===== src/rtl/display_pkg.sv =====
package display_pkg;

    // bus demand of the display fetcher
    //   INACTIVE  no word wanted
    //   READY     first word of a frame wanted
    //   ACTIVE    a later word of the frame wanted
    typedef enum logic [1:0] {
        INACTIVE = 2'd0,
        READY    = 2'd1,
        ACTIVE   = 2'd2
    } vga_state_t;

    // two 16-bit pixels packed in one word
    typedef logic [31:0] pix_word_t;

endpackage


===== src/rtl/mem_bus_pkg.sv =====
package mem_bus_pkg;

    // 32-bit data word on the shared port
    typedef logic [31:0] word_t;

    // byte address as seen by every client
    typedef logic [31:0] addr_t;

    // one enable per byte lane
    typedef logic [3:0] sel_t;

    // owner of a memory slot
    typedef enum logic [1:0] {
        VGA_CLIENT = 2'd0,
        CPU_INSTR  = 2'd2,
        CPU_DATA   = 2'd3
    } client_t;

    // request as presented to the memory port
    typedef struct packed {
        logic  read;
        logic  write;
        addr_t adr;
        word_t wdata;
        sel_t  sel;
    } mem_req_t;

    // processor request, held until cpu_enable
    typedef struct packed {
        addr_t instr_adr;
        addr_t data_adr;
        logic  read;
        logic  write;
        word_t wdata;
        sel_t  sel;
    } cpu_req_t;

endpackage

===== src/rtl/frame_fetcher.sv =====
`timescale 1ns/100ps

module frame_fetcher #(
    parameter mem_bus_pkg::addr_t FB_BASE     = 32'h400,
    parameter int                 FRAME_WORDS = 24,
    parameter int                 FIFO_DEPTH  = 4
) (
    input  logic                    clk,
    input  logic                    nRst,
    input  logic                    frame_start,
    input  logic                    vga_enable,
    input  mem_bus_pkg::word_t      data_to_vga,
    input  logic                    pix_ready,
    output display_pkg::vga_state_t vga_state,
    output logic                    vga_read,
    output mem_bus_pkg::addr_t      vga_adr,
    output logic                    pix_valid,
    output display_pkg::pix_word_t  pix_data
);
    import mem_bus_pkg::*;
    import display_pkg::*;

    localparam int CW = $clog2(FRAME_WORDS + 1);
    localparam int PW = (FIFO_DEPTH > 1) ? $clog2(FIFO_DEPTH) : 1;
    localparam int NW = $clog2(FIFO_DEPTH + 1);

    vga_state_t    state_next;
    logic [CW-1:0] word_cnt;
    logic [CW-1:0] word_next;
    logic          pending;
    logic [NW-1:0] count;
    logic [NW-1:0] count_next;
    logic [PW-1:0] wr_ptr;
    logic [PW-1:0] rd_ptr;
    pix_word_t     fifo_mem [FIFO_DEPTH];
    logic          push;
    logic          pop;
    logic          start;

    function automatic logic [PW-1:0] ptr_inc(input logic [PW-1:0] p);
        return (p == PW'(FIFO_DEPTH - 1)) ? '0 : p + 1'b1;
    endfunction

    // a word only counts if this fetcher asked for it
    assign push  = vga_enable && pending;
    assign pop   = pix_valid && pix_ready;
    assign start = frame_start && (word_cnt == CW'(FRAME_WORDS)) && (count == '0);

    assign count_next = count + NW'(push) - NW'(pop);

    assign vga_read  = pending;
    assign vga_adr   = FB_BASE + addr_t'({word_cnt, 2'b00});
    assign pix_valid = (count != '0);
    assign pix_data  = fifo_mem[rd_ptr];

    // demand only while the frame has words left and a slot can be reserved
    always_comb begin
        word_next = word_cnt;
        if (start) begin
            word_next = '0;
        end else if (push) begin
            word_next = word_cnt + 1'b1;
        end
        if (word_next < CW'(FRAME_WORDS) && count_next < NW'(FIFO_DEPTH)) begin
            state_next = (word_next == '0) ? READY : ACTIVE;
        end else begin
            state_next = INACTIVE;
        end
    end

    // word_cnt at FRAME_WORDS means no frame in progress
    always_ff @(posedge clk, negedge nRst) begin
        if (!nRst) begin
            vga_state <= INACTIVE;
            pending   <= 1'b0;
            word_cnt  <= CW'(FRAME_WORDS);
            count     <= '0;
            wr_ptr    <= '0;
            rd_ptr    <= '0;
        end else begin
            vga_state <= state_next;
            pending   <= (state_next != INACTIVE);
            word_cnt  <= word_next;
            count     <= count_next;
            if (push) begin
                wr_ptr <= ptr_inc(wr_ptr);
            end
            if (pop) begin
                rd_ptr <= ptr_inc(rd_ptr);
            end
        end
    end

    always_ff @(posedge clk) begin
        if (push) begin
            fifo_mem[wr_ptr] <= data_to_vga;
        end
    end

    a_fifo_no_overflow: assert property (
        @(posedge clk) disable iff (!nRst) push |-> (count < NW'(FIFO_DEPTH))
    ) else $error("pixel fifo overflow");

    a_pix_stable: assert property (
        @(posedge clk) disable iff (!nRst)
        (pix_valid && !pix_ready) |=> (pix_valid && $stable(pix_data))
    ) else $error("pix_data changed while stalled");

endmodule


===== config.mk =====
export PLATFORM = sky130hd
export DESIGN_NAME = frame_fetcher
export DESIGN_NICKNAME = d
export VERILOG_FILES = /design/src/rtl/display_pkg.sv /design/src/rtl/mem_bus_pkg.sv /design/src/rtl/frame_fetcher.sv
export SDC_FILE = /design/constraint.sdc
export NUM_CORES = 1
export LEC_CHECK = 0
export BUFFER_PORTS_ARGS = -buffer_cell sky130_fd_sc_hd__buf_4
export CELL_PAD_IN_SITES_DETAIL_PLACEMENT = 1
export CELL_PAD_IN_SITES_GLOBAL_PLACEMENT = 2
export CORE_ASPECT_RATIO = 1.1
export CORE_MARGIN = 5
export CORE_UTILIZATION = 40
export DETAILED_ROUTE_END_ITERATION = 8
export PLACE_DENSITY = 0.76
export SLEW_MARGIN = 20
export SYNTH_ARGS = -nofsm -noshare
export SYNTH_HDL_FRONTEND = slang
export SYNTH_SLANG_ARGS = --single-unit

===== constraint.sdc =====
create_clock -name clk -period 2.9 [get_ports clk]
set_clock_uncertainty 0.15 [all_clocks]
set_input_delay 0.58 -clock clk [delete_from_list [all_inputs] [get_ports clk]]
set_output_delay 0.58 -clock clk [all_outputs]
set_load 0.005 [all_outputs]

==> results.md <==
- Num CTS Buffers: 17
- Int Pwr: about 0.0051 W
- Largest net degree at the start of global routing: 24
- Leak Pwr: roughly 2.6 nW
- Synthesized area: between 5000 and 6000 um2
- CP endpoint: vga_state[1]
- Seq pwr share: 0.404
- Routed vias/inst: 4.78
- First-pass GRT wire length: approximately 18,000 um
- Worst reg2reg path startpoint: count[1]
- Critical Path Sink Type: flop
- NetSw: slightly below 0.002 W
- Met3 Usage GRT: 0.0440
- Comb pwr share: 0.290
- Met2 track demand over resource: 0.245
- Total power draw: a little over 0.007 W
- Cell area after layout: slightly above 7000 um2
- Gr busiest metal: met2
- R2R Setup Slk: ~0.17 ns
- DIE AREA: 16,600 um2
- Post-synth ARST share: 0.105
- Area after DPL: 6450 um2
- Worst path required time: ~3 ns
- Dpl hpwl: 7470 um
- Setup Total Neg Slack: 0 ns
- Crit start category: flop
- Pre-antenna DRT Iters: 4
- H-tree depth: 4
- Core Rows: 45
- Die width: ~120 um
- Port Buf Inserts: just under 80
- Worst hold path type: in2reg
- ANT nets after route: 0
- P&R area growth vs syn: 24.7%
- Register-to-Register Path Depth: 11
- Drt wl/cell: between 20 and 25 um
- Time the worst path needs with I/O delays and setup: around 2.7 ns
- Seq/Total Area, Yosys: 0.745
- GRT Total Usage: 0.146
- Fin. max-slew vios: 0
- Worst Slack Setup Final: ~0.17 ns
- Die H: approximately 130 um
- RSZ-0062 raised after global routing: false
- Pwr/cell area: between 1000 and 1500 nW/um2
- Top_reg_cell synth: edfxtp_1
- Outcome: completed
- Synth Register Bits: about 140
- # nets final: roughly 420
- IO Pins: about 110
- Crit Path Category: reg2reg
- Setup Viol. Count Final: 0
- Count leader, synth: edfxtp_1
- Switching share of power: 0.279
- Synth area leaders: edfxtp_1, mux4_2, dfrtp_1
- DP Worst Slack: 0.0712 ns
- Arr. time, crit path: between 2 and 3 ns
- GRT overflow: 0
- CTS tree: built
- Post-CTS Setup Bufs: 0
- DRC viols: 0
- Post-synth EDFFs: ~130
- Number of global-route vias before repair: 3,052
- Initial antenna violation count: 0
- Core Box Area: approximately 14,000 um2
- Post-synth top cells: edfxtp_1, mux4_2, buf_4
- Via count: about 2.7k
- Met1 GRT Util: 0.183
- Synth top area share: 0.678
- Cell taking the most area after synthesis: edfxtp_1
- Hold WS: around 0.22 ns
- Clk Latency, worst-skew pair: a little over 0.4 ns
- Initial Utilization: 0.409
- Clk slew on worst S/H paths: 0.06 ns
- CTS Root Cell: clkbuf_16
- TritonCTS Sinks: 143
- Peak VDD IR: around 0.44 mV
- Synth Area per Inst: about 20 um2
- Synth warnings: 0
- Antenna Diode Count: 0
- Share of cells above drive strength 1: 0.420
- Highest clock rate: approximately 370 MHz
- Post-synth cell types: 33
- Synth Instances: about 280
- CP Launch Point: count[1]
- Starting DRT DRC Count: between 100 and 150
- Max-cap violations: 0
- Final hold violations: 0
- Tcrit/Tclk final: 0.941
- Gpl congestion: around 0.75
- Final wirelength: 11,500 um
- Clock Power Share: 0.307
- RR Endpoint: vga_state[1]
- Worst-path fanout max: 4
- Clk buf depth: 2
-- how the worst min path moves through the flow --
stage                         from              to  slack, ns  cells past startpoint
detailed placement            nRst     word_cnt[1]       0.30                      1
floorplan                     nRst        count[0]       0.13                      0
global placement              nRst     word_cnt[1]       0.30                      1
CTS                 data_to_vga[1]  fifo_mem[2][1]       0.20                      1
finish              data_to_vga[1]  fifo_mem[2][1]       0.22                      1
global route        data_to_vga[1]  fifo_mem[2][1]       0.20                      1
-- cell usage in the layout (no fill, tap or decap), types with 2 or more instances in the layout --
master / n
clkinv_2: 4
o21ai_0: 3
conb_1: 27
buf_4: 78
edfxtp_1: 128
or3_1: 2
nand2_1: 7
and3_2: 4
ha_1: 9
inv_1: 9
nand4_1: 2
dfrtp_1: 11
xnor2_1: 3
clkinvlp_4: 3
mux4_2: 32
clkinv_4: 3
dfrtp_2: 2
bufinv_16: 3
nor2_1: 6
buf_12: 6
dfstp_2: 2
clkbuf_16: 17
xor2_1: 3
-- worst max-delay path, cell delays in order, from the launching register on --
cell and delay (ns):
dfrtp_1 0.40, or3_4 0.43, nand2_2 0.11, inv_1 0.05
ha_1 0.27, inv_1 0.04, ha_1 0.19, fa_1 0.39
xnor2_1 0.15, nand2b_1 0.16, o311a_1 0.13, and2_1 0.16
-- through the flow --
step / util / cells
floorplan: - / 302
global placement: 0.466 / 538
detailed placement: 0.466 / 538
CTS: 0.510 / 571
global route: 0.510 / 571
finish: 0.510 / 571
-- routing by layer --
layer	wire length, um	vias up
met5	0	-
li1	-	1222
met1	4820	1427
met2	6000	69
met3	585	13
met4	127	0
-- kinds of logic after synthesis --
group	Yosys count	share of synthesized area
xor+xnor	6	0.00928
fa+ha+maj	10	0.0234
other cells	2	0.00133
flops	143	0.745
simple gates	30	0.0322
compound gates	8	0.00905
mux	33	0.129
buf+inv	45	0.0506
-- layout make-up --
cell class | count | area [um2]
inverter | 9 | 33.8
clock buffer | 18 | 429
tap | 188 | 235
timing repair buffer | 85 | 716
multi-input combinational | 114 | 1260
fill | 1287 | 6790
clock inverter | 14 | 168
sequential | 143 | 4220
-- power by group through the flow --
stage          Combinational, W  Sequential (W)  Clock (W)
5_1_grt                 0.00225         0.00292    0.00234
2_1_floorplan           0.00120         0.00281          0
6_report                0.00206         0.00288    0.00218
3_3_place_gp            0.00206         0.00289          0
4_1_cts                 0.00212         0.00289    0.00223
3_5_place_dp            0.00211         0.00292          0
-- state kept, by name, summed over array words and instances (netlist names) --
name	cells
vga_state	2
word_cnt	5
rd_ptr	2
fifo_mem	128
wr_ptr	2
vga_read	1
count	3
-- repair_timing --
action | 4_1_cts | 5_1_grt
endpoints found under the hold margin | 13 | 0
resized for setup | 0 | 2
hold buffers | 1 | 0
endpoints found under the setup margin | 0 | 1
Power figures use the tool's default switching activity.
