[config.mk]
export PLATFORM = sky130hd
export DESIGN_NAME = uart_rx_buffer
export DESIGN_NICKNAME = d
export VERILOG_FILES = /design/src/rtl/mem_bus_pkg.sv /design/src/rtl/uart_rx_buffer.sv
export SDC_FILE = /design/constraint.sdc
export NUM_CORES = 1
export LEC_CHECK = 0
export BUFFER_PORTS_ARGS = -buffer_cell sky130_fd_sc_hd__buf_2
export CAP_MARGIN = 40
export CORE_MARGIN = 1
export CORE_UTILIZATION = 54
export CTS_BUF_LIST = sky130_fd_sc_hd__clkbuf_8
export DETAILED_ROUTE_END_ITERATION = 6
export PLACE_DENSITY_LB_ADDON = 0.15
export REMOVE_ABC_BUFFERS = 1
export SYNTH_ARGS = -nofsm -noshare
export SYNTH_HDL_FRONTEND = slang
export SYNTH_SLANG_ARGS = --single-unit
[constraint.sdc]
create_clock -name clk -period 2.8 [get_ports clk]
set_clock_uncertainty 0.05 [all_clocks]
set_input_delay 0.28 -clock clk [delete_from_list [all_inputs] [get_ports clk]]
set_output_delay 0.28 -clock clk [all_outputs]
set_load 0.005 [all_outputs]
[src/rtl/mem_bus_pkg.sv]
package mem_bus_pkg;

    // 32-bit data word on the shared port
    typedef logic [31:0] word_t;

    // byte address as seen by every client
    typedef logic [31:0] addr_t;

    // one enable per byte lane
    typedef logic [3:0] sel_t;

    // owner of a memory slot
    typedef enum logic [1:0] {
        VGA_CLIENT = 2'd0,
        CPU_INSTR  = 2'd2,
        CPU_DATA   = 2'd3
    } client_t;

    // request as presented to the memory port
    typedef struct packed {
        logic  read;
        logic  write;
        addr_t adr;
        word_t wdata;
        sel_t  sel;
    } mem_req_t;

    // processor request, held until cpu_enable
    typedef struct packed {
        addr_t instr_adr;
        addr_t data_adr;
        logic  read;
        logic  write;
        word_t wdata;
        sel_t  sel;
    } cpu_req_t;

endpackage
[src/rtl/uart_rx_buffer.sv]
`timescale 1ns/100ps

module uart_rx_buffer #(
    parameter int RX_DEPTH = 4
) (
    input  logic               clk,
    input  logic               nRst,
    input  logic               rx_valid,
    input  logic [7:0]         rx_byte,
    input  logic               uart_pop,
    output logic               rx_ready,
    output mem_bus_pkg::word_t uart_word
);
    localparam int PW = (RX_DEPTH > 1) ? $clog2(RX_DEPTH) : 1;
    localparam int NW = $clog2(RX_DEPTH + 1);

    logic [7:0]    rx_mem [RX_DEPTH];
    logic [PW-1:0] head;
    logic [PW-1:0] tail;
    logic [NW-1:0] count;
    logic          push;
    logic          pop;
    logic          not_empty;

    function automatic logic [PW-1:0] ptr_inc(input logic [PW-1:0] p);
        return (p == PW'(RX_DEPTH - 1)) ? '0 : p + 1'b1;
    endfunction

    assign not_empty = (count != '0);
    assign rx_ready  = (count < NW'(RX_DEPTH));
    assign push      = rx_valid && rx_ready;
    // popping an empty buffer does nothing
    assign pop       = uart_pop && not_empty;

    // status flag on top, oldest byte at the bottom
    assign uart_word = {not_empty, 23'd0, rx_mem[head]};

    always_ff @(posedge clk, negedge nRst) begin
        if (!nRst) begin
            head  <= '0;
            tail  <= '0;
            count <= '0;
        end else begin
            count <= count + NW'(push) - NW'(pop);
            if (push) begin
                tail <= ptr_inc(tail);
            end
            if (pop) begin
                head <= ptr_inc(head);
            end
        end
    end

    always_ff @(posedge clk) begin
        if (push) begin
            rx_mem[tail] <= rx_byte;
        end
    end

    a_count_bound: assert property (
        @(posedge clk) disable iff (!nRst) count <= NW'(RX_DEPTH)
    ) else $error("uart buffer count above depth");

endmodule

==> impl_metrics.json, run 1 <==
{
  "slowest_stage": "dfrtp_1",
  "period_minus_slack_ns": 2.166,
  "grt_setup_unrepaired": "false",
  "max-clock-path-buffers": 2,
  "fp.dieW_um": 59.50,
  "synth_ff_type": "edfxtp_1",
  "final_cells": 175,
  "yosys_warnings": 0,
  "cts-root-buf": "clkbuf_8",
  "area_delta_synth_final_pct": 8.269,
  "drtPass1Iterations": 4,
  "detailroute.via_count": 829,
  "syn_area_per_cell_um2": 17.00,
  "synth_largest_area_cell": "edfxtp_1",
  "power_frac_comb_pct": 28.4,
  "yosysMostFrequentCell": "edfxtp_1",
  "dieArea_mm2": 0.003540,
  "synth-async-reset-ratio_pct": 17.95,
  "grt-ovfl-total": 0,
  "crit_arrival_ns": 2.33,
  "seq_cells_post_synth": 39,
  "vias_in_the_first_global_route": 797,
  "share_of_final_layout_standard_cells_stronger_than_drive_strength_1_pct": 32.06,
  "remaining_drc_errors": 0,
  "htree_levels": 2,
  "synth_edf_count": 32,
  "static-leakage-power_nw": 0.7793,
  "globalRouteTotalUtil_pct": 16.33,
  "cts-buffers-inserted": 5,
  "io_pins": 45,
  "max_slew_margin_pct": 61.16,
  "startpoint_type": "flop",
  "max_stage_delay_ns": 0.44,
  "synthesis.instances": 105,
  "grt_antenna_before_repair": 0,
  "avg_vias_per_cell": 4.737,
  "detail_route.wirelength_um": 2447,
  "drt.antenna.violating_nets": 0,
  "clock_tree_from_tritoncts": "built",
  "timing.setup.critical_path_class": "flop to flop",
  "min-delay-path-class": "input pin to flop",
  "cts_setup_buffers": 0,
  "placement.io_buffers": 21,
  "post_cts.resized_instances": 0,
  "clkTransAtPathRegs_ns": 0.07,
  "yosys-top-cells-area": "edfxtp_1, buf_4, mux4_2",
  "power.sequential.fraction_pct": 50.2,
  "cts.sink_count": 39,
  "initial_standard_cell_utilization_of_the_core_pct": 57.54,
  "place.detailed.instances": 166,
  "synth.yosys.seq_area_share_pct": 63.63,
  "max_cap_violations": 0,
  "clock.fmax_mhz": 461.6,
  "mean_routed_wirelength_per_cell_um": 13.98,
  "path_cells": "o31ai_4 > inv_1 > ha_1 > inv_1 > ha_1 > fa_1 > xnor2_1 > xnor2_1",
  "worst-slew-pin-transition_ns": 0.5826,
  "mappedNetlistArea_mm2": 0.001785,
  "setup_viol_count_final": 0,
  "net_switching_power_of_the_design_w": 0.0005261,
  "maximum_number_of_pins_on_one_net_before_global_route_repair": 13,
  "fin_crit_sh_pct": 77.37,
  "power.clock.fraction_pct": 21.4,
  "power_density_mw_per_mm2": 916.3,
  "slew_violations": 0,
  "hold_buffers": 1,
  "yosys-top-cells-count": "edfxtp_1, buf_4, inv_1, mux4_2",
  "hpwl_um": 1778,
  "die_extent_in_y_um": 59.50,
  "final_net_count": 150,
  "status": "finished clean",
  "switch_share_pct": 29.70,
  "design.core.area_mm2": 0.003103,
  "diodes": 0,
  "gp_congestion": 0.6881,
  "grt_pass1_wl_um": 3877,
  "crit_path_max_fanout": 4,
  "timing_hold_violations_final": 0,
  "critPathCaptureType": "flop",
  "timing.critical_path.required_ns": 2.96,
  "vdd.ir_drop.worst_v": 0.0005365,
  "drtIter0Drc": 13,
  "internal_power_w": 0.001245,
  "final.setup.tns_ns": 0,
  "core.rowCount": 20,
  "synth_top_area_share_pct": 53.82,
  "worst_skew_pair_later_pin_latency_ns": 0.28,
  "ys_types": 17
}
==> power groups by stage <==
stage	clock (W)	combinational, W	sequential, W
2_1_floorplan	0	0.000359	0.000866
3_3_place_gp	0	0.000500	0.000898
3_5_place_dp	0	0.000512	0.000909
4_1_cts	0.000392	0.000516	0.000896
5_1_grt	0.000421	0.000566	0.000916
6_report	0.000379	0.000503	0.000889
==> final cells by class <==
class                   instances  area [um^2]
fillers                       255         1170
inverters                       8        30.03
repair buffers                 22        115.1
clock inverters                 2        8.758
clock buffers                   6        82.58
multi-input cells              54        505.5
well taps                      44        55.05
flip-flops and latches         39         1136
==> cells by family (layout without fill, tap and decap cells) <==
kind of cell               after synthesis  count (layout)  share of synthesized area, %
DFF                                     39              39                         63.63
xor gates and xnor gates                 2               2                        0.9813
and+or+nand+nor                          8               8                         2.663
buffers and inverters                   34              38                         12.68
adders and majority gates                8               8                         6.026
other                                    1              23                        0.2100
muxes                                   12              12                         12.61
AOI/OAI and AO/OA                        1               1                         1.191
==> metrics by stage <==
step           util (%)  hold WS [ns]  instance area, um^2  worst slack, ns  total power, W
5_1_grt           62.30        0.1482                 1933           0.5411        0.001903
4_1_cts           62.30        0.1459                 1933           0.6110        0.001804
2_1_floorplan         -      -0.06559                 1672           0.7778        0.001225
3_5_place_dp      59.03       0.07677                 1832           0.6365        0.001420
3_3_place_gp      59.03       0.07455                 1832           0.7314        0.001398
6_report          62.30        0.1538                 1933           0.6335        0.001771
==> layer usage <==
layer / global-route usage, % / routed length [um] / vias up
met2: 27.29 / 1308 / 31
met5: 0 / 0 / -
met4: 5.980 / 30 / 0
met1: 18.99 / 968 / 417
met3: 6.550 / 139 / 3
li1: - / - / 378
==> flip-flops by register name (all words and copies together), names as in the netlist <==
| register | count |
|---|---|
| count | 3 |
| head | 2 |
| tail | 2 |
| rx_mem | 32 |
==> cell usage in the layout, fill, tap and decap left out <==
| master | n |
|---|---|
| xnor2_1 | 2 |
| conb_1 | 23 |
| dlygate4sd3_1 | 1 |
| mux4_2 | 8 |
| edfxtp_1 | 32 |
| clkbuf_8 | 6 |
| nor2_1 | 2 |
| clkinv_2 | 1 |
| nor2b_2 | 1 |
| ha_1 | 7 |
| mux2_2 | 4 |
| and2_1 | 4 |
| fa_1 | 1 |
| buf_2 | 21 |
| o31ai_4 | 1 |
| or3_1 | 1 |
| dfrtp_1 | 7 |
| inv_1 | 9 |
==> worst paths after layout <==
check | depth (start not counted) | endpoint | start | slack (ns)
setup / recovery | 8 | count[2]$_DFF_PN0_ | count[2]$_DFF_PN0_ | 0.63
hold / removal | 1 | rx_mem[2][1]$_DFFE_PP_ | rx_byte[1] | 0.15
setup reg to reg | 8 | count[2]$_DFF_PN0_ | count[2]$_DFF_PN0_ | 0.63
hold reg to reg | 1 | tail[1]$_DFFE_PN0P_ | tail[1]$_DFFE_PN0P_ | 0.53
max in group asynchronous | 2 | count[0]$_DFF_PN0_ | nRst | 2.23
min in group asynchronous | 2 | head[0]$_DFFE_PN0P_ | nRst | 0.30
==> critical path: cells and delay by family (launching register included) <==
family,cells,cell delay (ns)
flip-flops,1,0.44
XOR/XNOR,2,0.32
AO/OA/AOI/OAI,1,0.32
buffers and inverters,2,0.12
adder cells (fa/ha/maj),3,0.83
Power figures use the tool's default switching activity.
==> run 2, diff against run 1 <==
Clock period 2.8 ns to 2.08 ns, I/O delays scaled along.
==> run 2 against run 1 <==
Effect of this change:
- largest power group unchanged
- non-clock buffer count is 6 higher
- cell count is 3.4% higher
- critical path depth unchanged
- wire length grew 1.1%
- setup slack worse by 0.56 ns
- register-to-register slack got worse by 0.56 ns
- global-route usage about the same
- first-iteration DRC count up 23%
==> impl_metrics.json, run 2 (synthesized netlist as in run 1, its figures left out) <==
{
  "area_delta_synth_final_pct": 12.61,
  "utilization_pct": 64.80,
  "crit_path_max_fanout": 2,
  "min-delay-path-class": "input pin to flop",
  "setup.reg_to_reg.worst_slack_ns": 0.07,
  "critPathCaptureType": "flop",
  "vdd.ir_drop.worst_v": 0.0007296,
  "worstReg2RegStart": "count[0]$_DFF_PN0_",
  "period_minus_slack_ns": 2.008,
  "hold-path-cell-count": 1,
  "crit_arrival_ns": 2.13,
  "fin_crit_sh_pct": 96.56,
  "fp.dieW_um": 59.50,
  "grt_setup_unrepaired": "true",
  "drtIter0Drc": 16,
  "gp_congestion": 0.6469,
  "post_place_instance_area_mm2": 0.001854,
  "dieArea_mm2": 0.003540,
  "worstRegToRegCells": 8,
  "hold_path.startpoint": "rx_byte[3]",
  "htree_levels": 2,
  "r2r_end": "count[2]$_DFF_PN0_",
  "static-leakage-power_nw": 0.8176,
  "top_register": "rx_mem",
  "setup_viol_count_final": 0,
  "startpoint_type": "flop",
  "status": "finished clean",
  "final.setup.tns_ns": 0,
  "final_net_count": 156,
  "grt_antenna_before_repair": 0,
  "largest_register_ff_count": 32,
  "share_of_final_layout_standard_cells_stronger_than_drive_strength_1_pct": 37.96,
  "hpwl_um": 1739,
  "slew_violations": 0,
  "drt.antenna.violating_nets": 0,
  "crit_path_start": "count[0]$_DFF_PN0_",
  "cts-buffers-inserted": 5,
  "clock.fmax_mhz": 497.9,
  "placement.io_buffers": 21,
  "design.core.area_mm2": 0.003103,
  "maximum_number_of_pins_on_one_net_before_global_route_repair": 14,
  "grt-ovfl-total": 0,
  "avg_vias_per_cell": 4.591,
  "fin_area_mm2": 0.002011,
  "layout.filler_cells": 244,
  "max_cap_violations": 0,
  "globalRouteTotalUtil_pct": 16.32,
  "remaining_drc_errors": 0,
  "vias_in_the_first_global_route": 836,
  "drtPass1Iterations": 3,
  "power_density_mw_per_mm2": 1285,
  "timing_hold_violations_final": 0,
  "final_common_cell": "edfxtp_1",
  "clkTransAtPathRegs_ns": 0.08,
  "cts-root-buf": "clkbuf_8",
  "detailroute.via_count": 831,
  "timing.setup.critical_path_class": "flop to flop",
  "io_pins": 45,
  "clock_tree_from_tritoncts": "built",
  "core.rowCount": 20,
  "initial_standard_cell_utilization_of_the_core_pct": 57.54,
  "max-clock-path-buffers": 2,
  "die_extent_in_y_um": 59.50,
  "mean_routed_wirelength_per_cell_um": 13.67,
  "multiInputGateArea_um2": 515.5,
  "reg_top3": "rx_mem: 32 flops, count: 3 flops",
  "grt_pass1_wl_um": 3912,
  "cts.sink_count": 39,
  "final_cell_mix": "edfxtp_1, conb_1, buf_2",
  "detail_route.wirelength_um": 2475,
  "ff_latch_area_mm2": 0.001137,
  "worst_skew_pair_later_pin_latency_ns": 0.28,
  "diodes": 0,
  "timing.hold.worst_endpoint": "rx_mem[2][3]$_DFFE_PP_",
  "timing.critical_path.required_ns": 2.20
}
## run 2: through the flow
stage	power (W)	worst slack, ns	hold slack [ns]	std cells
3_5_place_dp	0.001937	0.002418	0.001160	169
6_report	0.002583	0.07158	0.08245	181
4_1_cts	0.002595	0.0002758	0.07370	181
3_3_place_gp	0.001894	0.06517	-0.0008001	169
5_1_grt	0.002765	-0.009085	0.06948	181
2_1_floorplan	0.001649	0.05784	-0.1376	101
## run 2: report_power, final
group,internal (W),switching (W),total [W]
sequential,0.00102,0.000168,0.00119
combinational,0.000469,0.000311,0.000780
clock,0.000357,0.000259,0.000616
## run 2: worst max-delay path by stage
stage,slack [ns],cells after the start,end
5_1_grt,-0.009,8,count[2]$_DFF_PN0_
6_report,0.07,8,count[2]$_DFF_PN0_
4_1_cts,0.0003,8,count[2]$_DFF_PN0_
3_5_place_dp,0.002,8,count[2]$_DFF_PN0_
2_1_floorplan,0.06,8,count[2]$_DFF_PN0_
3_3_place_gp,0.07,8,count[2]$_DFF_PN0_
## run 2: layer usage
metal / share of wire (%) / global-route usage (%) / up-vias
met5: 0 / 0 / -
met4: 1.6 / 6.977 / 0
met3: 5.3 / 6.332 / 6
met2: 52 / 26.00 / 27
met1: 41 / 19.85 / 411
li1: - / - / 387
## run 2: repair_timing
item                                    CTS  global route
hold buffers                              1             0
endpoints found under the setup margin    1             9
pin swaps                                 2             1
cloned                                    0             0
buffers inserted                          3             0
endpoints found under the hold margin     7             0
resized for setup                         0             3
## run 2: critical path: stages (launching register included)
cell and delay [ns]:
dfrtp_1 0.42, o31ai_4 0.26, inv_1 0.06, ha_1 0.28
inv_1 0.04, ha_1 0.18, fa_2 0.35, xnor2_2 0.14
xnor2_1 0.12
## run 2: area by class of cell
cell class                      count  area share, %
Sequential cell                    39          56.56
Clock inverter                      3          2.178
Inverter                            8          1.493
Clock buffer                        5          3.423
Multi-Input combinational cell     54          25.64
Tap cell                           44          2.738
Timing Repair Buffer               28          7.965
==> run 3, diff against run 2 <==
Settings changed: CAP_MARGIN 40 to 20, RECOVER_POWER set to 100.
==> run 3 against run 2 <==
Effect of this change:
- utilization fell by 0.65 points
- total power fell by 0.59%
- critical endpoint unchanged
- largest cell class unchanged
- global-route usage did not move
- sequential share of layout area rose by 0.57 points
- non-clock buffer count did not move
- worst hold slack improved by 0.047 ns
- critical path depth did not move
- die area did not move
- sequential power barely moved
- flip-flop and latch count did not move
- register-to-register slack barely moved
==> impl_metrics.json, run 3 (synthesized netlist as in run 1, its figures left out) <==
{
  "timing.critical_path.required_ns": 2.20,
  "globalRouteTotalUtil_pct": 16.32,
  "gp_congestion": 0.6469,
  "worst_skew_pair_later_pin_latency_ns": 0.28,
  "final_common_cell": "edfxtp_1",
  "area_delta_synth_final_pct": 11.49,
  "mean_routed_wirelength_per_cell_um": 13.68,
  "place.detailed.instances": 169,
  "remaining_drc_errors": 0,
  "fp.dieW_um": 59.50,
  "final_net_count": 156,
  "grt-ovfl-total": 0,
  "dieArea_mm2": 0.003540,
  "critPathCaptureType": "flop",
  "cts-buffers-inserted": 5,
  "drt.antenna.violating_nets": 0,
  "setup_viol_count_final": 0,
  "placement.io_buffers": 21,
  "ff_latch_area_mm2": 0.001137,
  "final.setup.tns_ns": 0,
  "hpwl_um": 1739,
  "initial_standard_cell_utilization_of_the_core_pct": 57.54,
  "final_cells": 181,
  "startpoint_type": "flop",
  "final_cell_mix": "edfxtp_1, conb_1, clkbuf_1",
  "static-leakage-power_nw": 0.7783,
  "design.core.area_mm2": 0.003103,
  "detail_route.wirelength_um": 2476,
  "timing_hold_violations_final": 0,
  "htree_levels": 2,
  "cts.sink_count": 39,
  "critical_path.n_buffers_inverters": 2,
  "crit_arrival_ns": 2.14,
  "die_extent_in_y_um": 59.50,
  "r2r_end": "count[2]$_DFF_PN0_",
  "reg_top3": "rx_mem: 32 flops, count: 3 flops",
  "maximum_number_of_pins_on_one_net_before_global_route_repair": 14,
  "max_cap_violations": 0,
  "hold-path-cell-count": 1,
  "share_of_final_layout_standard_cells_stronger_than_drive_strength_1_pct": 28.47,
  "vias_in_the_first_global_route": 836,
  "slew_violations": 0,
  "worstReg2RegStart": "count[0]$_DFF_PN0_",
  "worst-slew-pin-transition_ns": 0.6256,
  "core.rowCount": 20,
  "layout.filler_cells": 249,
  "hold_path.startpoint": "rx_byte[3]",
  "grt_setup_unrepaired": "true",
  "timing.setup.critical_path_class": "flop to flop",
  "power_density_mw_per_mm2": 1290,
  "setup.reg_to_reg.worst_slack_ns": 0.07,
  "detailroute.via_count": 841,
  "max-clock-path-buffers": 2,
  "critPathTopFamily": "adder cells",
  "busiest_layer": "met2",
  "multiInputGateArea_um2": 513.0,
  "use_met2_pct": 26.00,
  "grt_util_met3_pct": 6.332,
  "drtPass1Iterations": 4,
  "timing.hold.worst_endpoint": "rx_mem[2][3]$_DFFE_PP_",
  "diodes": 0,
  "clkTransAtPathRegs_ns": 0.08,
  "io_pins": 45,
  "drtIter0Drc": 11,
  "grt_antenna_before_repair": 0,
  "cts-root-buf": "clkbuf_8",
  "worstRegToRegCells": 8,
  "crit_path_max_fanout": 2,
  "period_minus_slack_ns": 2.011,
  "largest_register_ff_count": 32,
  "grt_pass1_wl_um": 3912,
  "path_cells": "o31ai_4 > inv_1 > ha_1 > inv_1 > ha_1 > fa_2 > xnor2_2 > xnor2_1",
  "min-delay-path-class": "input pin to flop",
  "global_route.usage.met1_pct": 19.85,
  "clock.fmax_mhz": 497.3,
  "clock_tree_from_tritoncts": "built",
  "max_stage_delay_ns": 0.42,
  "fin_crit_sh_pct": 96.68,
  "vdd.ir_drop.worst_v": 0.0007266,
  "top_register": "rx_mem",
  "avg_vias_per_cell": 4.646,
  "max_slew_margin_pct": 58.27,
  "status": "finished clean",
  "slowest_stage": "dfrtp_1"
}
-- run 3: cell type report --
| cell class | count | share of cell area [%] |
|---|---|---|
| timing repair buffer | 28 | 7.165 |
| clock inverter | 3 | 2.200 |
| sequential | 39 | 57.13 |
| tap | 44 | 2.766 |
| multi-input combinational | 54 | 25.77 |
| inverter | 8 | 1.508 |
| clock buffer | 5 | 3.457 |
-- run 3: worst max-delay path by stage --
stage                             from                  to  slack (ns)  cells after the start
finish              count[0]$_DFF_PN0_  count[2]$_DFF_PN0_        0.07                      8
global route        count[0]$_DFF_PN0_  count[2]$_DFF_PN0_      -0.009                      8
CTS                 count[0]$_DFF_PN0_  count[2]$_DFF_PN0_      0.0003                      8
detailed placement  count[2]$_DFF_PN0_  count[2]$_DFF_PN0_       0.002                      8
global placement    count[2]$_DFF_PN0_  count[2]$_DFF_PN0_        0.07                      8
floorplan           count[2]$_DFF_PN0_  count[2]$_DFF_PN0_        0.06                      8
-- run 3: metal layers --
layer	share of wire, %	wire [um]	up-vias
met3	5.7	141	6
met2	52	1292	30
li1	-	-	389
met5	0	0	-
met1	41	1004	416
met4	1.5	36	0
-- run 3: where the power goes --
group | leakage (nW) | switching [W] | internal, W
logic | 0.348 | 0.000312 | 0.000453
registers | 0.372 | 0.000167 | 0.00102
clock network | 0.0581 | 0.000260 | 0.000357
-- run 3: stage by stage --
step                setup slack, ns  util [%]  power, W  instance area (um^2)  hold slack, ns
CTS                       0.0002758     64.44  0.002595                  1999         0.07370
finish                      0.06896     64.15  0.002568                  1991          0.1294
global route              -0.009085     64.15  0.002750                  1991          0.1313
detailed placement         0.002418     59.76  0.001937                  1854        0.001160
floorplan                   0.05784         -  0.001649                  1672         -0.1376
global placement            0.06517     59.76  0.001894                  1854      -0.0008001
-- run 3: what timing repair did --
action                                  in CTS  in global routing
resized for setup                            0                  3
pin swaps                                    2                  1
endpoints found under the hold margin        7                  0
endpoints found under the setup margin       1                  9
hold buffers                                 1                  0
buffers inserted                             3                  0
cloned                                       0                  0
