**src/rtl/display_pkg.sv**
```systemverilog
package display_pkg;

    // bus demand of the display fetcher
    //   INACTIVE  no word wanted
    //   READY     first word of a frame wanted
    //   ACTIVE    a later word of the frame wanted
    typedef enum logic [1:0] {
        INACTIVE = 2'd0,
        READY    = 2'd1,
        ACTIVE   = 2'd2
    } vga_state_t;

    // two 16-bit pixels packed in one word
    typedef logic [31:0] pix_word_t;

endpackage

```
**src/rtl/mem_bus_pkg.sv**
```systemverilog
package mem_bus_pkg;

    // 32-bit data word on the shared port
    typedef logic [31:0] word_t;

    // byte address as seen by every client
    typedef logic [31:0] addr_t;

    // one enable per byte lane
    typedef logic [3:0] sel_t;

    // owner of a memory slot
    typedef enum logic [1:0] {
        VGA_CLIENT = 2'd0,
        CPU_INSTR  = 2'd2,
        CPU_DATA   = 2'd3
    } client_t;

    // request as presented to the memory port
    typedef struct packed {
        logic  read;
        logic  write;
        addr_t adr;
        word_t wdata;
        sel_t  sel;
    } mem_req_t;

    // processor request, held until cpu_enable
    typedef struct packed {
        addr_t instr_adr;
        addr_t data_adr;
        logic  read;
        logic  write;
        word_t wdata;
        sel_t  sel;
    } cpu_req_t;

endpackage
```
**src/rtl/request_handler.sv**
```systemverilog
`timescale 1ns/100ps

module request_handler #(
    parameter mem_bus_pkg::addr_t UART_ADDRESS = 32'd500
) (
    input  logic                    clk,
    input  logic                    nRst,

    // memory side
    input  logic                    mem_busy,
    input  mem_bus_pkg::word_t      mem_rdata,
    output mem_bus_pkg::mem_req_t   mem_req,

    // display fetcher
    input  display_pkg::vga_state_t vga_state,
    input  logic                    vga_read,
    input  mem_bus_pkg::addr_t      vga_adr,
    output mem_bus_pkg::word_t      data_to_vga,
    output logic                    vga_enable,

    // processor
    input  mem_bus_pkg::cpu_req_t   cpu_req,
    output mem_bus_pkg::word_t      instr_data_to_cpu,
    output mem_bus_pkg::word_t      data_to_cpu,
    output logic                    cpu_enable,

    // uart receive buffer
    input  mem_bus_pkg::word_t      uart_word,
    output logic                    uart_pop
);
    import mem_bus_pkg::*;
    import display_pkg::*;

    // client being issued to memory and client being answered
    client_t issue_client;
    client_t answer_client;
    client_t issue_after;

    word_t instr_word;
    logic  vga_issued;
    logic  uart_access;
    logic  fetch_hold;

    assign uart_access = (cpu_req.data_adr == UART_ADDRESS);

    // the next instruction address only shows up after cpu_enable
    assign fetch_hold = (answer_client == CPU_DATA) && (issue_client == CPU_INSTR);

    // display slot is skipped while the fetcher wants nothing
    always_comb begin
        case (issue_client)
            VGA_CLIENT: issue_after = CPU_INSTR;
            CPU_INSTR:  issue_after = CPU_DATA;
            default:    issue_after = (vga_state == INACTIVE) ? CPU_INSTR : VGA_CLIENT;
        endcase
    end

    // rotation only moves on the cycle that memory is idle
    always_ff @(posedge clk, negedge nRst) begin
        if (!nRst) begin
            issue_client  <= VGA_CLIENT;
            answer_client <= VGA_CLIENT;
            vga_issued    <= 1'b0;
        end else if (!mem_busy) begin
            answer_client <= issue_client;
            vga_issued    <= (issue_client == VGA_CLIENT) && vga_read;
            if (!fetch_hold) begin
                issue_client <= issue_after;
            end
        end
    end

    // last fetched instruction, handed over with the data slot
    always_ff @(posedge clk) begin
        if (!mem_busy && answer_client == CPU_INSTR) begin
            instr_word <= mem_rdata;
        end
    end

    // request for the client being issued
    always_comb begin
        mem_req = '0;
        if (!mem_busy) begin
            case (issue_client)
                VGA_CLIENT: begin
                    mem_req.read = vga_read;
                    mem_req.adr  = vga_adr;
                    mem_req.sel  = '1;
                end
                CPU_INSTR: begin
                    mem_req.read = !fetch_hold;
                    mem_req.adr  = cpu_req.instr_adr;
                    mem_req.sel  = '1;
                end
                default: begin
                    // uart access stays off the memory port
                    if (!uart_access) begin
                        mem_req.read  = cpu_req.read;
                        mem_req.write = cpu_req.write;
                        mem_req.adr   = cpu_req.data_adr;
                        mem_req.wdata = cpu_req.wdata;
                        mem_req.sel   = cpu_req.sel;
                    end
                end
            endcase
        end
    end

    // response steering
    assign vga_enable = !mem_busy && (answer_client == VGA_CLIENT) && vga_issued;
    assign cpu_enable = !mem_busy && (answer_client == CPU_DATA);
    assign uart_pop   = cpu_enable && uart_access && cpu_req.read;

    assign data_to_vga       = vga_enable ? mem_rdata : '0;
    assign instr_data_to_cpu = instr_word;

    always_comb begin
        if (!cpu_enable) begin
            data_to_cpu = '0;
        end else if (uart_access) begin
            data_to_cpu = uart_word;
        end else begin
            data_to_cpu = mem_rdata;
        end
    end

    // cpu_enable is a single-cycle pulse
    a_enable_pulse: assert property (
        @(posedge clk) disable iff (!nRst) cpu_enable |=> !cpu_enable
    ) else $error("cpu_enable high for two cycles");

    // uart data slot ends after one cycle
    a_uart_one_cycle: assert property (
        @(posedge clk) disable iff (!nRst)
        (!mem_busy && issue_client == CPU_DATA && uart_access) |=> cpu_enable
    ) else $error("uart data slot did not end after one cycle");

endmodule

```
**config.mk**
```make
export PLATFORM = sky130hd
export DESIGN_NAME = request_handler
export DESIGN_NICKNAME = d
export VERILOG_FILES = /design/src/rtl/display_pkg.sv /design/src/rtl/mem_bus_pkg.sv /design/src/rtl/request_handler.sv
export SDC_FILE = /design/constraint.sdc
export NUM_CORES = 1
export LEC_CHECK = 0
export BUFFER_PORTS_ARGS = -buffer_cell sky130_fd_sc_hd__buf_2
export CORE_AREA = 8 8 137 139
export DETAILED_ROUTE_END_ITERATION = 8
export DIE_AREA = 0 0 145 147
export PLACE_DENSITY = 0.64
export SLEW_MARGIN = 15
export SYNTH_ARGS = -nofsm -noshare
export SYNTH_HDL_FRONTEND = slang
export SYNTH_SLANG_ARGS = --single-unit
export TNS_END_PERCENT = 100
```
**constraint.sdc**
```tcl
create_clock -name clk -period 4.2 [get_ports clk]
set_input_delay 0.42 -clock clk [delete_from_list [all_inputs] [get_ports clk]]
set_output_delay 0.42 -clock clk [all_outputs]
set_load 0.01 [all_outputs]
```
==> results of run 1 <==
==> Yosys cell counts <==
cell type | n | area share
sky130_fd_sc_hd__nand2_1 | 44 | 0.051
sky130_fd_sc_hd__nor2_1 | 53 | 0.061
sky130_fd_sc_hd__o21ai_1 | 3 | 0.0046
sky130_fd_sc_hd__mux2_2 | 1 | 0.0035
sky130_fd_sc_hd__nand2b_1 | 2 | 0.0039
sky130_fd_sc_hd__nor2_2 | 1 | 0.0019
sky130_fd_sc_hd__a21o_1 | 1 | 0.0023
sky130_fd_sc_hd__buf_4 | 3 | 0.0069
sky130_fd_sc_hd__o41ai_1 | 1 | 0.0027
sky130_fd_sc_hd__and3_1 | 1 | 0.0019
sky130_fd_sc_hd__a21oi_1 | 30 | 0.046
sky130_fd_sc_hd__edfxtp_1 | 32 | 0.30
sky130_fd_sc_hd__clkbuf_1 | 16 | 0.019
sky130_fd_sc_hd__nor4b_2 | 3 | 0.014
sky130_fd_sc_hd__nor4_2 | 5 | 0.019
sky130_fd_sc_hd__buf_6 | 3 | 0.010
sky130_fd_sc_hd__dfrtp_1 | 5 | 0.039
sky130_fd_sc_hd__mux2i_1 | 32 | 0.099
sky130_fd_sc_hd__nand3_1 | 1 | 0.0015
sky130_fd_sc_hd__o21ai_0 | 35 | 0.054
sky130_fd_sc_hd__inv_1 | 2 | 0.0023
sky130_fd_sc_hd__buf_2 | 17 | 0.026
sky130_fd_sc_hd__a21oi_4 | 1 | 0.0050
sky130_fd_sc_hd__and2_1 | 65 | 0.13
sky130_fd_sc_hd__nor3b_1 | 2 | 0.0046
sky130_fd_sc_hd__or2_2 | 1 | 0.0019
sky130_fd_sc_hd__nand4_1 | 34 | 0.066
sky130_fd_sc_hd__and4_1 | 3 | 0.0081
sky130_fd_sc_hd__buf_1 | 3 | 0.0035
sky130_fd_sc_hd__o32ai_1 | 7 | 0.019
==> layer usage <==
metal	GRT usage	vias to the layer above
met2	0.248	285
met3	0.0563	28
li1	-	2131
met5	0	-
met1	0.150	1933
met4	0.0526	0
==> worst reg2reg max path, stage by stage, from the launching register on <==
cell and delay [ps]:
sky130_fd_sc_hd__dfrtp_2 1030, sky130_fd_sc_hd__nand2b_1 150, sky130_fd_sc_hd__nor3b_1 220, sky130_fd_sc_hd__a21o_1 100
==> cell type report <==
type | instances | area, um^2
fill | 1766 | 11300
multi-input combinational | 326 | 1960
timing repair buffer | 379 | 1920
sequential | 37 | 1090
tap | 225 | 282
clock buffer | 5 | 125
clock inverter | 3 | 68.8
inverter | 2 | 7.51
==> cells by family after synthesis <==
kind of cell	after synthesis	share of synthesized area
buffers and inverters	44	0.0680
AND/OR/NAND/NOR	215	0.361
flip-flops	37	0.335
multiplexers	33	0.102
AO/OA/AOI/OAI	78	0.134
==> power groups by stage <==
stage                     Combinational, mW  Sequential (mW)  Clock [mW]
after detailed placement               1.03            0.587           0
final                                  1.02            0.579       0.492
after CTS                              1.04            0.580       0.512
after floorplan                       0.667            0.532           0
after global routing                   1.13            0.593       0.524
after global placement                 1.03            0.584           0
==> flip-flops by register name, summed over array words and instances (netlist names) <==
signal and count:
answer_client 2, instr_data_to_cpu 32, issue_client 2, vga_issued 1
==> how the worst max path moves through the flow <==
stage                                      startpoint                              to  slack [ps]  cells after the start
after CTS                                 cpu_req[38]                 data_to_cpu[12]        1310                      6
after detailed placement                  cpu_req[47]                 data_to_cpu[12]        1310                      6
final                     issue_client[0]$_DFFE_PN0P_                     mem_req[10]        1410                      5
after global routing                      cpu_req[38]                 data_to_cpu[12]        1170                      6
after floorplan                              mem_busy  instr_data_to_cpu[0]$_DFFE_PP_         550                      3
after global placement                    cpu_req[38]                        uart_pop        1420                      6
==> run summary, run 1 <==
Dividing the detail-routed via count by the number of cells gives 4.48. In this run the count of I/O pins placed on the die edge is 373. The tools report the initial core utilization as 0.193.

Summed over all cells, the static leakage comes to 2.93 nW. The tools report the launching point of the worst reg2reg path as issue_client[1]$_DFFE_PN0P_. The number of buffers added by the clock tree synthesis step was 5; the worst-case register-to-register setup slack was 2630 ps. The logs give 7860 um for the length of routed met2 wiring and 407 for the count of mapped cells out of synthesis.

The count of buffers from port buffering is 372, and the detailed-route wire length per cell is 16.6 um. The relative area change from synthesis to final layout was 68.1%. TritonCTS built the clock tree. The first detailed-routing pass took 4 iterations.

The Yosys warning count came out at 0. The tools report the tightest slew margin relative to the limit as 0.329. Entering global routing, the biggest net connects 67 pins. The average footprint of a synthesized cell was 7.96 um^2. The final standard cell utilization of the core is 0.325.

Summed over all nets, the half-perimeter wirelength after detailed placement is 13400 um. The part of the total power dissipated in combinational logic is 0.489, and the chip height is 147 um. The switching power came out at 828 uW. The H-tree level count is 2. The met3 wire length was 1670 um. No sink is reached through more buffers than the 2 on the longest clock path.

The switching fraction of total power is 0.395, and the maximum vdd drop is 0.225 mV. The sequential power share came out at 0.276. The worst slack after detailed placement was 1310 ps. The run gives 0 as the number of setup violations in the final report. The netlist uses 30 different library cells. For the number of diodes added for antenna fixing, the log shows 0. Max-slew violation count: 0. The number of global-route vias before repair came out at 4436. In the layout the commonest cells are sky130_fd_sc_hd__buf_2 (372), sky130_fd_sc_hd__and2_1 (65), sky130_fd_sc_hd__nor2_1 (52).

The endpoint of the worst hold-timing path is instr_data_to_cpu[25]$_DFFE_PP_. The internal power component is 1.27 mW. The tools report the maximum achievable frequency as 358 MHz. The final clock period utilization by the worst path is 0.664. At the worst endpoint, the arrival time is 2370 ps. Post-CTS repair changed the size of 0 cells.

The initial antenna violation count is 0, and the relative contribution of the clock network to total power is 0.235. In this run the critical register-to-register path is captured at issue_client[0]$_DFFE_PN0P_. For the number of rows created at floorplan, the log shows 48. Adding up every negative setup slack in the final design gives 0 ps.

Clock-pin slew was measured on the worst setup and hold paths at 60 ps. CTS placed an instance of sky130_fd_sc_hd__clkbuf_16 at the clock tree root. The total global-route track usage was 0.141.

The worst hold path depth was 1; the worst reg2reg path depth was 3. The total number of nets in the final design was 955. The tools report the category of the worst setup path capture point as a primary output. The total area inside the core boundary comes to 0.0168 mm^2. The fraction of final layout cells with drive strength greater than 1 is 0.535. Together, buffers and inverters on the worst path number 2. Synthesis produced a netlist with a net count of 611. Hold is met by 342 ps.

At the end of routability-driven placement, the weighted congestion stood at 0.801. The worst hold path begins at mem_rdata[25]. Among cell families on the critical path, the largest total delay comes from buffers and inverters.

Counting I/O delays and the setup requirement, the final critical path takes 2790 ps. Counting flops and latches in the post-synthesis netlist gives 37. The final hold violation count is 0, and the total detailed-routing wirelength is 16200 um.

The tool flagged a number of max-cap violations equal to 0. The fraction of the yosys area taken by sequential cells is 0.335. The flow ran to the end, and the final reports show no timing, DRC or antenna violations. Summing internal, switching and leakage power gives 2.10 mW.

The worst setup path is launched from a flop. The first global-routing pass estimated 24500 um of wire. Topmost layer with routed signal wires: met4. For the pin with the worst max-slew slack, the measured transition is 1010 ps. The count of hold-fix buffers inserted at cts is 1, and the final antenna-violating net count is 0. After detailed routing, the wire length on met1 is 6280 um.

For this design, the slowest cell found on the critical path is sky130_fd_sc_hd__a21oi_4. The slack of the critical path was 1410 ps. The post-placement cell area was 0.00525 mm^2.

Leaving out fill and tap cells, the most frequent cell in the layout is sky130_fd_sc_hd__buf_2. Walking the worst path, the cells encountered are buf_4 > nand2b_1 > a21oi_4 > and2_1 > buf_2. Clock latency on the worst-skew pair, taken at its later pin, is 280 ps. After clock tree synthesis, the setup repair step added 0 buffers. In this run the worst path has a maximum fanout of 57. Path type of the worst setup path: reg2out. The total overflow left after global routing is 0.

The routed layout has 4377 vias. For this run, the slowest stage of the critical path takes 530 ps. Setup repair after global routing left no endpoint under its margin. The number of placed instances, taps included, is 968.

After detailed routing, the number of remaining DRC violations is 0. The die is 145 um wide. For the number of non-filler instances in the completed layout, the log shows 977. The power density of the placed cells is 385 mW/mm^2. For the clock sink count, the log shows 37. The logs give 8.14 ps for the worst clock skew on the final layout and 0.00324 mm^2 for the post-synth design cell area.

Once layout is done, the placed cells without fillers occupy 0.00545 mm^2. The detailed router finished its first iteration with 176 violations. The die covers 0.0213 mm^2.

Data on the critical path is required at its endpoint by 3780 ps. The class of the tightest hold or removal check is in2reg.
No activity file was read; power rests on OpenSTA's default activity.
==> run 2: changes to the inputs <==
--- a/config.mk
+++ b/config.mk
@@ -5,10 +5,11 @@
 export SDC_FILE = /design/constraint.sdc
 export NUM_CORES = 1
 export LEC_CHECK = 0
+export ABC_AREA = 1
 export BUFFER_PORTS_ARGS = -buffer_cell sky130_fd_sc_hd__buf_2
-export CORE_AREA = 8 8 137 139
+export CORE_AREA = 8 8 141 143
 export DETAILED_ROUTE_END_ITERATION = 8
-export DIE_AREA = 0 0 145 147
+export DIE_AREA = 0 0 149 151
 export PLACE_DENSITY = 0.64
 export SLEW_MARGIN = 15
 export SYNTH_ARGS = -nofsm -noshare
==> constraint.sdc (replaced) <==
create_clock -name clk -period 2.3 [get_ports clk]
set_input_delay 0.23 -clock clk [delete_from_list [all_inputs] [get_ports clk]]
set_output_delay 0.23 -clock clk [all_outputs]
set_load 0.01 [all_outputs]
==> run summary, run 2 <==
The flow ran to the end, and the final reports show no timing, DRC or antenna violations. Max-cap violations in this run came to 0. The critical path starts at issue_client[0]$_DFFE_PN0P_. The run gives 0.556 mV as the maximum vdd drop. The relative contribution of the clock network to total power is 0.249. Fill cells in the final layout number 1946. TritonCTS built the clock tree. The multiplexer fraction of the synthesized cell area is 0, and the chip height is 151 um. The met1 demand-to-capacity share in global routing is 0.153. Counting every instance in the synthesized netlist gives 539. The switching power came out at 1.46 mW.

The pin count of the biggest net entering global routing came out at 45. The worst register-to-register path ends at instr_data_to_cpu[9]$_DFFE_PP_. The register with the most flip-flops in the layout has 32 of them. The multi-input combinational cells in the finished layout cover a total of 0.00170 mm^2. The sum of overflow across all layers after global routing came out at 0. Detailed routing inserted a total of 4806 vias. The number of cells on the worst reg-to-reg path is 2. After synthesis, the cell types taking the most area are sky130_fd_sc_hd__edfxtp_1 (29%), sky130_fd_sc_hd__nor2_1 (16%), sky130_fd_sc_hd__nand2_1 (12%). The starting DRC count in detailed routing came out at 172.

The maximum achievable frequency came out at 491 MHz. The clock-pin slew on the worst setup and hold paths works out to 60 ps. The proportion of synthesized flip-flops having asynchronous set or reset came out at 0.135. After detailed placement, the design holds a cell count of 1116.

The detail route stage leaves a number of antenna-violating nets equal to 0. The root buffer cell chosen for the clock tree is sky130_fd_sc_hd__clkbuf_16. The synthesized design contains 37 register bits. The detailed-route wire length per cell was 15.8 um.

Routability-driven placement finished with a final weighted congestion of 0.818. Maximum fanout along the worst path: 33. Counting flops with a built-in enable in the synthesized netlist gives 32. Cell taking the most area after synthesis: sky130_fd_sc_hd__edfxtp_1. The fraction of final layout cells with drive strength greater than 1 is 0.453. The fraction of the yosys area taken by sequential cells was 0.327; the count of boundary I/O pins was 373. The run gives 0 as the Yosys warning count.

The initialized floorplan defines 49 standard-cell rows. The area fraction of the dominant cell type after synthesis came out at 0.289. The first global-routing pass estimated 26100 um of wire. Summed over all cells, the static leakage comes to 3.33 nW.

Port buffering added 372 buffers. The count of cells in the finished layout, fillers not included, comes to 1126. The worst setup path is captured at a primary output.

The final hold violation count is 0. The worst path needs 2040 ps of the cycle, external delays included. The total number of nets in the final design was 1099. After synthesis, the largest family of logic cells by area is simple AND/OR/NAND/NOR gates. Leaving out fill and tap cells, the most frequent cell in the layout is sky130_fd_sc_hd__buf_2. The worst-case register-to-register setup slack was 870 ps; the number of vias per cell was 4.27. For the pin with the worst max-slew slack, the measured transition is 509 ps.

The buffers inserted during post-CTS setup optimization was 0; the full die area was 0.0225 mm^2. Synthesis produced a netlist with a net count of 743. The most critical setup path has its endpoint at mem_req[39]. For the worst setup path, the data required time is 2070 ps. The top cell types in the final layout, fill and taps aside, are sky130_fd_sc_hd__buf_2 (372), sky130_fd_sc_hd__nor2_1 (144), sky130_fd_sc_hd__nand2_1 (107). Yosys mapped the design onto 24 distinct sky130hd cell types. For the met2 track demand over resource, the log shows 0.280. The part of the total power dissipated in combinational logic came out at 0.504. In this run the worst hold path is classified as in2reg. The tree built by TritonCTS fans out to 37 sinks. Final clock period utilization by the worst path: 0.886. Setup repair after global routing left no endpoint under its margin. The sequential power share was 0.248; the switching fraction of total power was 0.400. The internal portion of the total power is 2.18 mW. The adder and majority cell fraction of the synthesized area works out to 0. The launching point of the worst reg2reg path was answer_client[0]$_DFFE_PN0N_. Placeable core region: 0.0177 mm^2. met2 is the most crowded layer. For the worst-skew pair, the clock arrives at the later sink with an insertion delay of 280 ps. The HPWL after detailed placement was 14800 um; the power density of the placed cells was 647 mW/mm^2.

Sorting the synthesized cells by how often they occur yields sky130_fd_sc_hd__nor2_1 (145), sky130_fd_sc_hd__nand2_1 (107), sky130_fd_sc_hd__inv_1 (92). The run gives 4.01 ps as the worst clock skew on the final layout. For the final routed database, the setup TNS stands at 0 ps. Dominant synthesized flop cell: sky130_fd_sc_hd__edfxtp_1. The area share of xor/xnor cells in the synthesized design works out to 0. The number of buffers added by the clock tree synthesis step is 5.

After detailed routing, the number of remaining DRC violations is 0. The initial antenna violation count was 2. In this run the deepest clock path goes through 2 buffers. The final standard cell utilization of the core is 0.319.

The critical path launch point type was a flop. A synthesized cell averages 6.16 um^2. The die boundary width is 149 um. Number of global-route vias before repair: 5036.

The run gives 0.00109 mm^2 as the combined flip-flop and latch cell area. The initial core utilization was 0.188; the length of the first detailed-routing pass in iterations was 4. Setup violations remaining at the end of the flow were counted as 0. The tools report the tightest slew margin relative to the limit as 0.660. The max-slew violation count is 0, and the H-tree level count is 2. From synthesis to final layout, the design area changed by 69.4%. Data on the critical path arrives at its endpoint at 1810 ps. For the met3 global-route usage, the log shows 0.0508.

The most common cell in the synthesized netlist is sky130_fd_sc_hd__nor2_1. The path type of the worst setup path is reg2out. The run gives 0.00332 mm^2 as the post-synth design cell area.

The total global-route track usage came out at 0.148. The share of the synthesized area in compound gates (AO/OA/AOI/OAI) was 0.142; the total detailed-routing wirelength was 17800 um. The share of synthesized cell area in and, or, nand and nor gates works out to 0.364.
-- run 2: worst min path at each step --
stage | from | end | slack [ps] | cells after the start
2_1_floorplan | nRst | answer_client[0]$_DFFE_PN0N_ | -70 | 0
3_3_place_gp | nRst | answer_client[0]$_DFFE_PN0N_ | 50 | 1
3_5_place_dp | nRst | answer_client[1]$_DFFE_PN0N_ | 50 | 1
4_1_cts | mem_rdata[16] | instr_data_to_cpu[16]$_DFFE_PP_ | 130 | 1
5_1_grt | mem_rdata[28] | instr_data_to_cpu[28]$_DFFE_PP_ | 140 | 1
6_report | mem_rdata[28] | instr_data_to_cpu[28]$_DFFE_PP_ | 150 | 1
-- run 2: what timing repair did --
action | 4_1_cts | 5_1_grt
endpoints found under the setup margin | 0 | 2
hold buffers | 1 | 0
endpoints found under the hold margin | 5 | 0
resized for setup | 0 | 2
-- run 2: worst max-delay path, cell delays in order, from the launching register on --
cell	delay, ps
sky130_fd_sc_hd__dfrtp_1	470
sky130_fd_sc_hd__inv_1	160
sky130_fd_sc_hd__nand2_1	120
sky130_fd_sc_hd__buf_6	250
sky130_fd_sc_hd__o22ai_1	130
sky130_fd_sc_hd__a211oi_1	190
sky130_fd_sc_hd__buf_2	180
-- run 2: layout make-up --
class	instances	area share
inverter	96	0.0641
multi-input combinational	369	0.302
clock buffer	5	0.0222
tap	229	0.0509
sequential	37	0.193
timing repair buffer	386	0.355
antenna	1	0.000445
clock inverter	3	0.0122
-- run 2: metal layers --
metal  wire length, um  vias to the layer above
met5                 0                        -
met4               279                        0
met3              1830                       19
met2              9070                      257
met1              6580                     2115
li1                  -                     2415
-- run 2: cells by family after synthesis --
family | Yosys count
compound gates | 71
buf+inv | 133
flops | 37
simple gates | 298
-- run 2: stage by stage --
stage / power [mW] / hold slack, ps / cell area [um^2] / setup slack [ps]
after detailed placement: 2.76 / 53.4 / 5410 / 121
final: 3.64 / 152 / 5620 / 262
after global placement: 2.75 / 51.8 / 5410 / 107
after global routing: 3.91 / 139 / 5620 / 68.0
after floorplan: 1.93 / -65.6 / 3330 / 440
after CTS: 3.70 / 134 / 5620 / 117
-- run 2: power by group through the flow --
stage | Combinational, mW | Clock (mW) | Sequential (mW)
after floorplan | 1.00 | 0 | 0.934
after global placement | 1.84 | 0 | 0.912
after detailed placement | 1.85 | 0 | 0.915
after CTS | 1.86 | 0.945 | 0.902
after global routing | 2.03 | 0.967 | 0.912
final | 1.84 | 0.905 | 0.901
